===== src/common/buck_params.svh =====
/*
 * Buck modulation sizing macros: phase count, counter width,
 * configured deadtime and register group stride
 */
`ifndef BUCK_PARAMS_SVH
`define BUCK_PARAMS_SVH

// Number of converter phases, one PWM channel each
`define BUCK_N_PHASES 4

// Width of period, duty, shift and deadtime values
`define BUCK_CNT_W 16

// Deadtime in clocks written at configuration
`define BUCK_DEADTIME 5

// Address distance between phase register groups
`define BUCK_CHAIN_STRIDE 16'h100

`endif


===== src/common/buck_pkg.sv =====
/*
 * Shared types for the buck modulator: write destination union,
 * register offsets, global control bits and processor states
 */
package buck_pkg;

    // Offsets inside one phase register group
    typedef enum logic [7:0] {
        reg_duty            = 8'h04, // Compare high
        reg_deadtime        = 8'h08,
        reg_period          = 8'h0c,
        reg_counter_stop    = 8'h10,
        reg_phase_shift     = 8'h14,
        reg_output_enable   = 8'h18,
        reg_deadtime_enable = 8'h1c,
        reg_chain_control   = 8'h20
    } pwm_reg_e;

    typedef struct packed {
        logic [23:0] chain;  // 0 is global, k+1 is phase k
        pwm_reg_e    offset;
    } pwm_dest_t;

    // Same destination word seen as a flat address or as chain and offset
    typedef union packed {
        logic [31:0] raw;
        pwm_dest_t   fields;
    } pwm_addr_u;

    // Global control register bits
    localparam int gc_run = 0;
    localparam int gc_out_en = 1;
    localparam logic [31:0] gc_idle_word = 32'h0;
    localparam logic [31:0] gc_on_word = 32'h3;

    typedef enum logic [2:0] {
        idle,
        wait_period,
        configure_chain,
        configure_shifts,
        write_strobe,
        wait_start,
        update_duty
    } proc_state_e;

endpackage


===== src/common/pwm_write_bus.sv =====
/*
 * Register write bus between the modulation processor and the PWM bank
 */
interface pwm_write_bus import buck_pkg::*; ();

    pwm_addr_u   dest;
    logic [31:0] data;
    logic        valid; // One clock pulse per write
    logic        ready; // Low for one clock after each write

    modport processor (
        output dest,
        output data,
        output valid,
        input  ready
    );

    modport bank (
        input  dest,
        input  data,
        input  valid,
        output ready
    );

endinterface


===== src/pwm/pwm_carrier.sv =====
/*
 * PWM carrier with one up counter per phase, preloaded with its shift
 */
`include "buck_params.svh"

module pwm_carrier (
    input  logic clock,
    input  logic reset,
    input  logic run,
    input  logic [`BUCK_CNT_W-1:0] period,
    input  logic [`BUCK_N_PHASES-1:0][`BUCK_CNT_W-1:0] phase_shift,
    output logic [`BUCK_N_PHASES-1:0][`BUCK_CNT_W-1:0] count
);

    logic [`BUCK_CNT_W-1:0] last_count;

    assign last_count = period - 1'b1;

    always_ff @(posedge clock) begin
        if (!reset) begin
            count <= '0;
        end else begin
            for (int i = 0; i < `BUCK_N_PHASES; i++) begin
                if (!run) begin
                    count[i] <= phase_shift[i]; // Offsets kept for run rise
                end else if (count[i] >= last_count) begin
                    count[i] <= '0;
                end else begin
                    count[i] <= count[i] + 1'b1;
                end
            end
        end
    end

endmodule


===== src/pwm/pwm_gate_driver.sv =====
/*
 * Gate driver. Compares carrier count with duty and produces
 * complementary high and low gates with deadtime on both edges
 */
`include "buck_params.svh"

module pwm_gate_driver (
    input  logic clock,
    input  logic reset,
    input  logic [`BUCK_N_PHASES-1:0][`BUCK_CNT_W-1:0] count,
    input  logic [`BUCK_N_PHASES-1:0][`BUCK_CNT_W-1:0] duty,
    input  logic [`BUCK_N_PHASES-1:0][`BUCK_CNT_W-1:0] deadtime,
    input  logic [`BUCK_N_PHASES-1:0] output_enable,
    input  logic [`BUCK_N_PHASES-1:0] deadtime_enable,
    output logic [`BUCK_N_PHASES-1:0] gate_high,
    output logic [`BUCK_N_PHASES-1:0] gate_low
);

    logic [`BUCK_N_PHASES-1:0] raw;
    logic [`BUCK_N_PHASES-1:0] raw_q;
    logic [`BUCK_N_PHASES-1:0] settled;
    logic [`BUCK_N_PHASES-1:0][`BUCK_CNT_W-1:0] run_len;
    logic [`BUCK_N_PHASES-1:0][`BUCK_CNT_W-1:0] len_next;

    // Length of the current stretch of equal compare values
    always_comb begin
        for (int i = 0; i < `BUCK_N_PHASES; i++) begin
            raw[i] = count[i] < duty[i];
            if (raw[i] != raw_q[i]) begin
                len_next[i] = `BUCK_CNT_W'(1);
            end else if (run_len[i] == '1) begin
                len_next[i] = run_len[i]; // Saturate
            end else begin
                len_next[i] = run_len[i] + 1'b1;
            end
            settled[i] = !deadtime_enable[i] || len_next[i] > deadtime[i];
        end
    end

    always_ff @(posedge clock) begin
        if (!reset) begin
            raw_q <= '0;
            run_len <= '0;
            gate_high <= '0;
            gate_low <= '0;
        end else begin
            raw_q <= raw;
            run_len <= len_next;
            gate_high <= output_enable & raw & settled;
            gate_low <= output_enable & ~raw & settled;
        end
    end

endmodule


===== src/pwm/pwm_register_bank.sv =====
/*
 * PWM register bank. Decodes bus writes into the global control
 * word and the per-phase duty, shift, deadtime and enable registers
 */
`include "buck_params.svh"

module pwm_register_bank import buck_pkg::*; (
    input  logic clock,
    input  logic reset,
    pwm_write_bus.bank bus,
    output logic run,
    output logic [`BUCK_CNT_W-1:0] period,
    output logic [`BUCK_N_PHASES-1:0] output_enable,
    output logic [`BUCK_N_PHASES-1:0] deadtime_enable,
    output logic [`BUCK_N_PHASES-1:0][`BUCK_CNT_W-1:0] duty,
    output logic [`BUCK_N_PHASES-1:0][`BUCK_CNT_W-1:0] phase_shift,
    output logic [`BUCK_N_PHASES-1:0][`BUCK_CNT_W-1:0] deadtime
);

    logic run_q;
    logic out_en_q;
    logic [`BUCK_N_PHASES-1:0] oe_q;

    assign run = run_q;
    assign output_enable = oe_q & {`BUCK_N_PHASES{out_en_q}}; // Global gate on enables

    always_ff @(posedge clock) begin
        if (!reset) begin
            bus.ready <= 1'b1;
            run_q <= 1'b0;
            out_en_q <= 1'b0;
            oe_q <= '0;
            deadtime_enable <= '0;
            period <= '0;
            duty <= '0;
            phase_shift <= '0;
            deadtime <= '0;
        end else begin
            bus.ready <= !bus.valid; // One clock drop per write
            if (bus.valid) begin
                if (bus.dest.fields.chain == 24'd0 && bus.dest.fields.offset == 8'h00) begin
                    run_q <= bus.data[gc_run];
                    out_en_q <= bus.data[gc_out_en];
                end
                for (int i = 0; i < `BUCK_N_PHASES; i++) begin
                    if (bus.dest.fields.chain == 24'(i + 1)) begin
                        case (bus.dest.fields.offset)
                            reg_duty:            duty[i] <= bus.data[`BUCK_CNT_W-1:0];
                            reg_phase_shift:     phase_shift[i] <= bus.data[`BUCK_CNT_W-1:0];
                            reg_deadtime:        deadtime[i] <= bus.data[`BUCK_CNT_W-1:0];
                            reg_output_enable:   oe_q[i] <= bus.data[0];
                            reg_deadtime_enable: deadtime_enable[i] <= bus.data[0];
                            // Shared period, counter stop carries the same wrap value
                            reg_period, reg_counter_stop: period <= bus.data[`BUCK_CNT_W-1:0];
                            default: ; // Chain control and holes
                        endcase
                    end
                end
            end
        end
    end

endmodule


===== src/source/buck_modulation_top.sv =====
/*
 * Buck modulation top. Processor writes the PWM bank, carrier and
 * driver turn the bank contents into per-phase gate signals
 */
`include "buck_params.svh"

module buck_modulation_top (
    input  logic clock,
    input  logic reset,
    input  logic configure,
    input  logic start,
    input  logic stop,
    input  logic update,
    input  logic [`BUCK_CNT_W-1:0] period_in,
    input  logic [`BUCK_CNT_W-1:0] duty_in,
    input  logic [`BUCK_N_PHASES-1:0][`BUCK_CNT_W-1:0] phase_shift_in,
    output logic done,
    output logic modulator_status,
    output logic [`BUCK_N_PHASES-1:0] gate_high,
    output logic [`BUCK_N_PHASES-1:0] gate_low
);

    logic run;
    logic [`BUCK_CNT_W-1:0] period;
    logic [`BUCK_N_PHASES-1:0] output_enable;
    logic [`BUCK_N_PHASES-1:0] deadtime_enable;
    logic [`BUCK_N_PHASES-1:0][`BUCK_CNT_W-1:0] duty;
    logic [`BUCK_N_PHASES-1:0][`BUCK_CNT_W-1:0] phase_shift;
    logic [`BUCK_N_PHASES-1:0][`BUCK_CNT_W-1:0] deadtime;
    logic [`BUCK_N_PHASES-1:0][`BUCK_CNT_W-1:0] count;

    pwm_write_bus write_bus ();

    buck_pre_modulation_processor processor (
        .clock            (clock),
        .reset            (reset),
        .configure        (configure),
        .start            (start),
        .stop             (stop),
        .update           (update),
        .period_in        (period_in),
        .duty_in          (duty_in),
        .phase_shift_in   (phase_shift_in),
        .done             (done),
        .modulator_status (modulator_status),
        .bus              (write_bus.processor)
    );

    pwm_register_bank bank (
        .clock           (clock),
        .reset           (reset),
        .bus             (write_bus.bank),
        .run             (run),
        .period          (period),
        .output_enable   (output_enable),
        .deadtime_enable (deadtime_enable),
        .duty            (duty),
        .phase_shift     (phase_shift),
        .deadtime        (deadtime)
    );

    pwm_carrier carrier (
        .clock       (clock),
        .reset       (reset),
        .run         (run),
        .period      (period),
        .phase_shift (phase_shift),
        .count       (count)
    );

    pwm_gate_driver driver (
        .clock           (clock),
        .reset           (reset),
        .count           (count),
        .duty            (duty),
        .deadtime        (deadtime),
        .output_enable   (output_enable),
        .deadtime_enable (deadtime_enable),
        .gate_high       (gate_high),
        .gate_low        (gate_low)
    );

endmodule


===== src/source/buck_pre_modulation_processor.sv =====
/*
 * Buck pre-modulation processor. Turns configure, start, stop and
 * update strobes into register write sequences for the PWM bank
 */
`include "buck_params.svh"

module buck_pre_modulation_processor import buck_pkg::*; (
    input  logic clock,
    input  logic reset,
    input  logic configure,
    input  logic start,
    input  logic stop,
    input  logic update,
    input  logic [`BUCK_CNT_W-1:0] period_in,
    input  logic [`BUCK_CNT_W-1:0] duty_in,
    input  logic [`BUCK_N_PHASES-1:0][`BUCK_CNT_W-1:0] phase_shift_in,
    output logic done,
    output logic modulator_status,
    pwm_write_bus.processor bus
);

    localparam int ph_w = $clog2(`BUCK_N_PHASES);
    localparam logic [ph_w-1:0] last_phase = ph_w'(`BUCK_N_PHASES - 1);

    proc_state_e state;
    proc_state_e next_state; // Where write_strobe returns to
    logic [ph_w-1:0] phase_idx;
    logic [2:0] chain_idx;
    logic [`BUCK_CNT_W-1:0] period_d;
    logic [`BUCK_CNT_W-1:0] period_latch;
    logic update_pending;
    logic last_write;
    pwm_reg_e chain_offset;
    logic [31:0] chain_data;
    logic [31:0] phase_base;

    assign phase_base = 32'(`BUCK_CHAIN_STRIDE) * (32'(phase_idx) + 32'd1);

    // Five chain registers per phase, in write order
    always_comb begin
        case (chain_idx)
            3'd0: begin
                chain_offset = reg_deadtime;
                chain_data = 32'(`BUCK_DEADTIME);
            end
            3'd1: begin
                chain_offset = reg_counter_stop;
                chain_data = 32'(period_latch);
            end
            3'd2: begin
                chain_offset = reg_period;
                chain_data = 32'(period_latch);
            end
            3'd3: begin
                chain_offset = reg_output_enable;
                chain_data = 32'd1;
            end
            default: begin
                chain_offset = reg_deadtime_enable;
                chain_data = 32'd1;
            end
        endcase
    end

    always_ff @(posedge clock) begin
        if (!reset) begin
            state <= idle;
            next_state <= idle;
            phase_idx <= '0;
            chain_idx <= '0;
            period_d <= '0;
            period_latch <= '0;
            update_pending <= 1'b0;
            last_write <= 1'b0;
            done <= 1'b0;
            modulator_status <= 1'b0;
            bus.dest <= '0;
            bus.data <= '0;
            bus.valid <= 1'b0;
        end else begin
            period_d <= period_in;
            update_pending <= update_pending | update; // Held while busy
            done <= 1'b0;
            case (state)
                idle: begin
                    if (configure) begin
                        bus.dest.raw <= 32'd0; // Counters off first
                        bus.data <= gc_idle_word;
                        bus.valid <= 1'b1;
                        next_state <= wait_period;
                        state <= write_strobe;
                    end else if (start) begin
                        state <= wait_start;
                    end else if (stop) begin
                        modulator_status <= 1'b0;
                        bus.dest.raw <= 32'd0;
                        bus.data <= gc_idle_word;
                        bus.valid <= 1'b1;
                        next_state <= idle;
                        state <= write_strobe;
                    end else if (update_pending) begin
                        update_pending <= update;
                        phase_idx <= '0;
                        state <= update_duty;
                    end
                end
                wait_period: begin
                    if (period_in != period_d) begin
                        period_latch <= period_in;
                        phase_idx <= '0;
                        chain_idx <= '0;
                        state <= configure_chain;
                    end
                end
                configure_chain: begin
                    if (bus.ready) begin
                        bus.dest.raw <= phase_base + 32'(chain_offset);
                        bus.data <= chain_data;
                        bus.valid <= 1'b1;
                        state <= write_strobe;
                        next_state <= configure_chain;
                        if (chain_idx == 3'd4) begin
                            chain_idx <= '0;
                            if (phase_idx == last_phase) begin
                                phase_idx <= '0;
                                next_state <= configure_shifts;
                            end else begin
                                phase_idx <= phase_idx + 1'b1;
                            end
                        end else begin
                            chain_idx <= chain_idx + 1'b1;
                        end
                    end
                end
                configure_shifts: begin
                    if (bus.ready) begin
                        bus.dest.raw <= phase_base + 32'(reg_phase_shift);
                        bus.data <= 32'(phase_shift_in[phase_idx]);
                        bus.valid <= 1'b1;
                        state <= write_strobe;
                        if (phase_idx == last_phase) begin
                            phase_idx <= '0;
                            last_write <= 1'b1; // done follows this write
                            next_state <= idle;
                        end else begin
                            phase_idx <= phase_idx + 1'b1;
                            next_state <= configure_shifts;
                        end
                    end
                end
                write_strobe: begin
                    bus.valid <= 1'b0;
                    if (!bus.ready) begin // Bank took the write
                        done <= last_write;
                        last_write <= 1'b0;
                        state <= next_state;
                    end
                end
                wait_start: begin
                    if (bus.ready) begin
                        modulator_status <= 1'b1;
                        bus.dest.raw <= 32'd0;
                        bus.data <= gc_on_word;
                        bus.valid <= 1'b1;
                        next_state <= idle;
                        state <= write_strobe;
                    end
                end
                update_duty: begin
                    if (bus.ready) begin
                        bus.dest.raw <= phase_base + 32'(reg_duty);
                        bus.data <= 32'(duty_in);
                        bus.valid <= 1'b1;
                        state <= write_strobe;
                        if (phase_idx == last_phase) begin
                            phase_idx <= '0;
                            next_state <= idle;
                        end else begin
                            phase_idx <= phase_idx + 1'b1;
                            next_state <= update_duty;
                        end
                    end
                end
                default: state <= idle;
            endcase
        end
    end

endmodule

===== config.mk =====
export PLATFORM = sky130hd
export DESIGN_NAME = buck_modulation_top
export DESIGN_NICKNAME = d
export VERILOG_FILES = /design/src/common/buck_pkg.sv /design/src/common/pwm_write_bus.sv /design/src/pwm/pwm_carrier.sv /design/src/pwm/pwm_gate_driver.sv /design/src/pwm/pwm_register_bank.sv /design/src/source/buck_modulation_top.sv /design/src/source/buck_pre_modulation_processor.sv
export VERILOG_INCLUDE_DIRS = /design/src /design/src/common
export SDC_FILE = /design/constraint.sdc
export NUM_CORES = 1
export LEC_CHECK = 0
export BUFFER_PORTS_ARGS = -buffer_cell sky130_fd_sc_hd__buf_2
export CORE_MARGIN = 2
export CORE_UTILIZATION = 45
export CTS_CLUSTER_DIAMETER = 60
export DETAILED_ROUTE_END_ITERATION = 10
export MAX_ROUTING_LAYER = met4
export PLACE_DENSITY_LB_ADDON = 0.2
export SLEW_MARGIN = 20
export SYNTH_ARGS = -nofsm -noshare
export SYNTH_HDL_FRONTEND = slang
export SYNTH_HIERARCHICAL = 1
export SYNTH_SLANG_ARGS = --single-unit

===== constraint.sdc =====
create_clock -name clock -period 4.45 [get_ports clock]
set_input_delay 0 -clock clock [delete_from_list [all_inputs] [get_ports clock]]
set_output_delay 0 -clock clock [all_outputs]
set_load 0.005 [all_outputs]

# After elaboration in Yosys (flattened, before gate mapping)
# Index checks and enable logic that the tools add are counted.
dict set report totals {
  wordCells 281
  input_bits 102
  regBits 455
  output_inout_bits 10
}
dict set report op_classes {
  muxes 93
  order_cmp 13
  eq_ne 49
  bitwise 9
  n_reduce_logical 54
  addsub 15
}
# cell count
set op_table {}
lappend op_table {{16-bit 2-to-1 mux} 29}
lappend op_table {{32-bit 2-to-1 mux} 7}
lappend op_table {{32-bit one-hot mux with 5 select lines} 1}
lappend op_table {{16-bit by 1-bit adder with 16-bit output (second input constant)} 8}
lappend op_table {{16-bit one-hot mux with 5 select lines} 1}
lappend op_table {{16-bit == test (second input constant)} 4}
lappend op_table {{16-bit greater-or-equal comparator} 4}
lappend op_table {{16-bit > comparator} 4}
lappend op_table {{16-bit less-than comparator} 4}
lappend op_table {{3-bit AND reduction} 21}
lappend op_table {{3-bit 2-to-1 mux} 19}
lappend op_table {{24-bit by 2-bit == test with 1-bit output (second input constant)} 2}
lappend op_table {{32-bit by 3-bit adder with 32-bit output (second input constant)} 1}
lappend op_table {{32-bit by 5-bit adder with 32-bit output} 1}
lappend op_table {{32-bit by 5-bit adder with 32-bit output (second input constant)} 1}
lappend op_table {{16-bit binary-select mux with 2-bit select} 1}
lappend op_table {{8-bit by 5-bit == test with 1-bit output (second input constant)} 4}
lappend op_table {{16-bit one-hot mux with 2 select lines} 1}
lappend op_table {{24-bit by 1-bit == test with 1-bit output (second input constant)} 1}
lappend op_table {{24-bit by 3-bit == test with 1-bit output (second input constant)} 1}
lappend op_table {{24-bit logical NOT} 1}
lappend op_table {{4-bit bitwise AND} 5}
lappend op_table {{2-bit 2-to-1 mux} 10}
lappend op_table {{2-bit by 1-bit inequality test with 1-bit output (second input constant)} 10}
lappend op_table {{44 further kinds} 92}

# Longest topological paths before layout
dict set report logic_depth {
  word_depth 10
  depth_mapped 16
  depth_no_buf 15
}

# Cells and area by module
# The synthesis kept the hierarchy.
# module instances area_per_inst_um2 seq_area_each_um2 cells_per_inst
set modules_own_cells {}
lappend modules_own_cells {pwm_register_bank 1 8325.5 4384.2 780}
lappend modules_own_cells {pwm_gate_driver 1 6811.5 1521.5 888}
lappend modules_own_cells {pwm_carrier 1 5340.1 1281.2 624}
lappend modules_own_cells {buck_pre_modulation_processor 1 4267.8 1401.3 471}

# Worst setup path after synthesis
# OpenSTA, ideal clock, no wires.
dict set report synth_timing {
  kind {reg2reg}
  from {register bank.period[7]}
  to {register carrier/count[39] (netlist bit)}
  slack_ns 1.076
  t_arrival_ns 3.300
  path_stages_with_launch 15
  period_less_slack_ns 3.374
  path_buffers 2
  required_ns 4.376
  setup_time_ns 0.074
  cell_sequence {dfxtp_1 > or4_1 > buf_6 > nor4_1 > nand2b_1 > nor3_1 > xnor2_1 > ha_1 > and4_1 > nand2_1 > nor3_1 > a211o_1 > maj3_2 > clkbuf_2 > o21ai_0}
}
dict set report synth_via {
  elab_chain_len 4
}
# item line_no
set synth_lines {}
lappend synth_lines {{start: declaration} pwm_register_bank.sv:12} ;# output logic [`BUCK_CNT_W-1:0] period,
lappend synth_lines {{start signal: assignment} pwm_register_bank.sv:54} ;# reg_period, reg_counter_stop: period <= bus.data[`BUCK_CNT_W-1:0];
lappend synth_lines {{16-bit by 1-bit subtractor with 16-bit output} pwm_carrier.sv:17} ;# assign last_count = period - 1'b1;
lappend synth_lines {{16-bit greater-or-equal comparator} pwm_carrier.sv:26} ;# end else if (count[i] >= last_count) begin
lappend synth_lines {{16-bit 2-to-1 mux} pwm_carrier.sv:26}
lappend synth_lines {{16-bit 2-to-1 mux} pwm_carrier.sv:24} ;# if (!run) begin
lappend synth_lines {{end signal: indexed assignment} pwm_carrier.sv:25} ;# count[i] <= phase_shift[i];
lappend synth_lines {{end signal: indexed assignment} pwm_carrier.sv:29} ;# count[i] <= count[i] + 1'b1;
lappend synth_lines {{end: declaration} pwm_carrier.sv:12} ;# output logic [`BUCK_N_PHASES-1:0][`BUCK_CNT_W-1:0] count
# No other way between the ends.
# A chain may end at the register's enable or synchronous reset.

# Final worst setup path
dict set report layout_timing {
  from {register bank.period[7]}
  to {register carrier/count[20] (netlist bit)}
}
# The elaborated chain is that of the path after synthesis.

==> impl_results.md <==
* Resized Gates After CTS at 0
* Gr ovfl total at 0
* Layout area overhead at 12.32%
* Final design utilization at 0.5129
* Antenna violations before repair at 0
* Crit path depth at 10
* Cell Area, Synth at between 20000 and 25000 µm²
* Max-cap violations at 0
* Worst-margin pin slew at around 1.2 ns
* Slew Limit Headroom at 0.2097
* CTS buffer count at between 50 and 60
* Final worst-path cycle share at 0.9100
* Min cycle time layout at 4.050 ns
* Clk_lat worst skew at approximately 0.60 ns
* Nature of the critical path endpoint: flip-flop
* CP max-delay cell: or4_1
* Vias at between 15000 and 20000
* Cells on worst reg2reg path at 10
* Worst Setup SP: bank/period[7]$_SDFFE_PN0P_
* Cell Pwr Density at approximately 350 nW/µm²
* Total GRT Usage at 0.2365
* Initial DRC Count at 1363
* Status: finished, final reports clean
* Data required time of the worst path at around 5.0 ns
* DP HPWL at between 40000 and 50000 µm
* Net count, final at between 3000 and 4000
* Fmax at 246.9 MHz
* Num ports at ~110
* Startpoint Class: flip-flop
* CP max FO at 16
* Clock skew at 0.02282 ns
* VDD IR max at between 0.3 and 0.4 mV
* Core Footprint at ~54000 µm²
* Hold_buf cts at 39
* Hold_ws at about 0.036 ns
* WL/cell at ~18 µm
* Root Buffer: clkbuf_16
* Initial core utilization at 0.4567
* Final GP Congestion at around 0.88
* Fin Setup TNS at 0 ns
* R2R Setup Slk at 0.40 ns
* Clock tree buffer depth at 3
* Max stage delay on crit path at about 0.73 ns
* CP delay by family, top: simple AND/OR/NAND/NOR gates
* Largest net degree at the start of global routing at 131
* Vias per inst at 5.512
* # clock sinks at around 430
* Final hold vios at 0
* # placed instances at 3451
* Leak at around 11 nW
* Fill count at 5001
* Routed wire length at roughly 65000 µm
* Die H at 237.9 µm
* RSZ-0062 raised after global routing: false
* Yosys warnings at 6
* Max-slew violations at 0
* Die outline width at roughly 240 µm
* Setup bufs post-CTS at 0
* CP cell instances: or4_1, nor4_1, nand2b_1, nor3_1, xnor2_1, ha_1, and4_1, a2111oi_0, o221ai_2, o21ai_0
* N_diodes at 0
* Multi-input gate area in the final layout at between 10000 and 15000 µm²
* Critical path class: flip-flop to flip-flop
* CP arrival at between 4 and 5 ns
* DRC viols at 0
* Layout cell share with drive strength beyond 1 at 0.1229
* PortBufs at 111
* Worst Setup EP: carrier/count[20]$_SDFF_PN0_
* Endpoints failing setup at 0
* Rows at 85
* Non-Filler Instances at between 3000 and 4000
* Worst reg2reg path startpoint: bank/period[7]$_SDFFE_PN0P_
* H-Tree Depth at 2
* FF+latch area at ~8600 µm²
* Clock transition at path regs at about 0.06 ns
* Worst R2R End: carrier/count[20]$_SDFF_PN0_
* Vias in the first global route at around 20000
* Mean Syn Cell Area at approximately 9.0 µm²
* First-pass GRT wire length at about 100000 µm
* Worst hold path type: input pin to flip-flop
* Buf+Inv Stages, Crit Path at 0
* CTS tree: done
* Synthesized instance count at 2747
* Iteration count of the initial detailed-routing pass at 6
* Antenna Nets Post-Route at 0
* Die Footprint at between 50000 and 60000 µm²
[state kept, by name (all words and copies together), names as in the netlist, 2 cells and up]
register and count:
processor/period_d 16, bank/period 16, driver/gate_high 4, driver/gate_low 4, bank/duty 64, processor/bus.dest 6, carrier/count 64, processor/bus.data 16
processor/phase_idx 2, bank/oe_q 4, driver/run_len 64, bank/phase_shift 64, processor/next_state 3, processor/state 3, processor/chain_idx 3, driver/raw_q 4
bank/deadtime 64, bank/deadtime_enable 4, processor/period_latch 16
[routing by layer]
metal | up-vias | track usage | wire length [µm]
met4 | 0 | 0.07909 | 2225
met5 | - | - | 0
met1 | 9404 | 0.3105 | 30490
met2 | 435 | 0.3764 | 29250
met3 | 116 | 0.03135 | 2857
li1 | 9805 | - | -
[layout by cell type, fill, tap and decap left out, types with 15 or more instances in the layout]
cell / n
nor3_4: 16
clkbuf_8: 15
and4_1: 16
and3_1: 21
dfxtp_1: 429
ha_1: 195
o21ai_0: 53
xnor2_1: 73
nand2b_1: 19
inv_1: 188
clkbuf_16: 52
buf_2: 110
a21o_1: 22
nand3_1: 92
nor3_1: 42
mux2i_1: 237
a32oi_1: 15
nand2_1: 407
conb_1: 26
buf_4: 26
o31ai_1: 15
nor4_1: 19
mux4_2: 16
o21a_1: 20
a21oi_1: 75
o31ai_2: 20
xor2_1: 56
dlygate4sd3_1: 39
nor2b_1: 23
nand4_1: 55
nor2_1: 222
[worst min path at each step]
stage | startpoint | to | slack [ns] | cells after the start
2_1_floorplan | period_in[0] | processor/period_d[0]$_SDFF_PN0_ | 0.11 | 2
3_3_place_gp | update | processor/update_pending$_SDFF_PN0_ | 0.21 | 3
3_5_place_dp | update | processor/update_pending$_SDFF_PN0_ | 0.22 | 3
4_1_cts | phase_shift_in[53] | processor/bus.data[5]$_SDFFE_PN0P_ | 0.007 | 5
5_1_grt | phase_shift_in[9] | processor/bus.data[9]$_SDFFE_PN0P_ | 0.06 | 5
6_report | phase_shift_in[53] | processor/bus.data[5]$_SDFFE_PN0P_ | 0.04 | 5
[metrics by stage]
step | total power [W] | cell area [µm²] | setup slack (ns)
2_1_floorplan | 0.004976 | 24720 | 1.076
3_3_place_gp | 0.005167 | 25400 | 0.5914
3_5_place_dp | 0.005181 | 25410 | 0.4609
4_1_cts | 0.009724 | 27640 | 0.4329
5_1_grt | 0.01003 | 27660 | 0.06997
6_report | 0.009647 | 27660 | 0.4004
[where the power goes]
| part | internal (W) | switching (W) | total (W) |
|---|---|---|---|
| clock | 0.00279 | 0.00172 | 0.00451 |
| sequential | 0.00393 | 0.000155 | 0.00409 |
| combinational | 0.000413 | 0.000636 | 0.00105 |
| total | 0.00714 | 0.00251 | 0.00965 |
[worst min-delay path, delay by kind of cell]
kind            cells  cell delay, ns
simple gates        1            0.07
mux                 1            0.22
buf+inv             1            0.07
compound gates      2            0.23
[layout make-up]
class | count | area share
Tap cell | 696 | 0.03149
Clock buffer | 72 | 0.05519
Clock inverter | 22 | 0.01140
Inverter | 190 | 0.02579
Timing Repair Buffer | 178 | 0.04289
Sequential cell | 429 | 0.3105
Multi-Input combinational cell | 1998 | 0.5227
(Power assumes the default switching activity.)
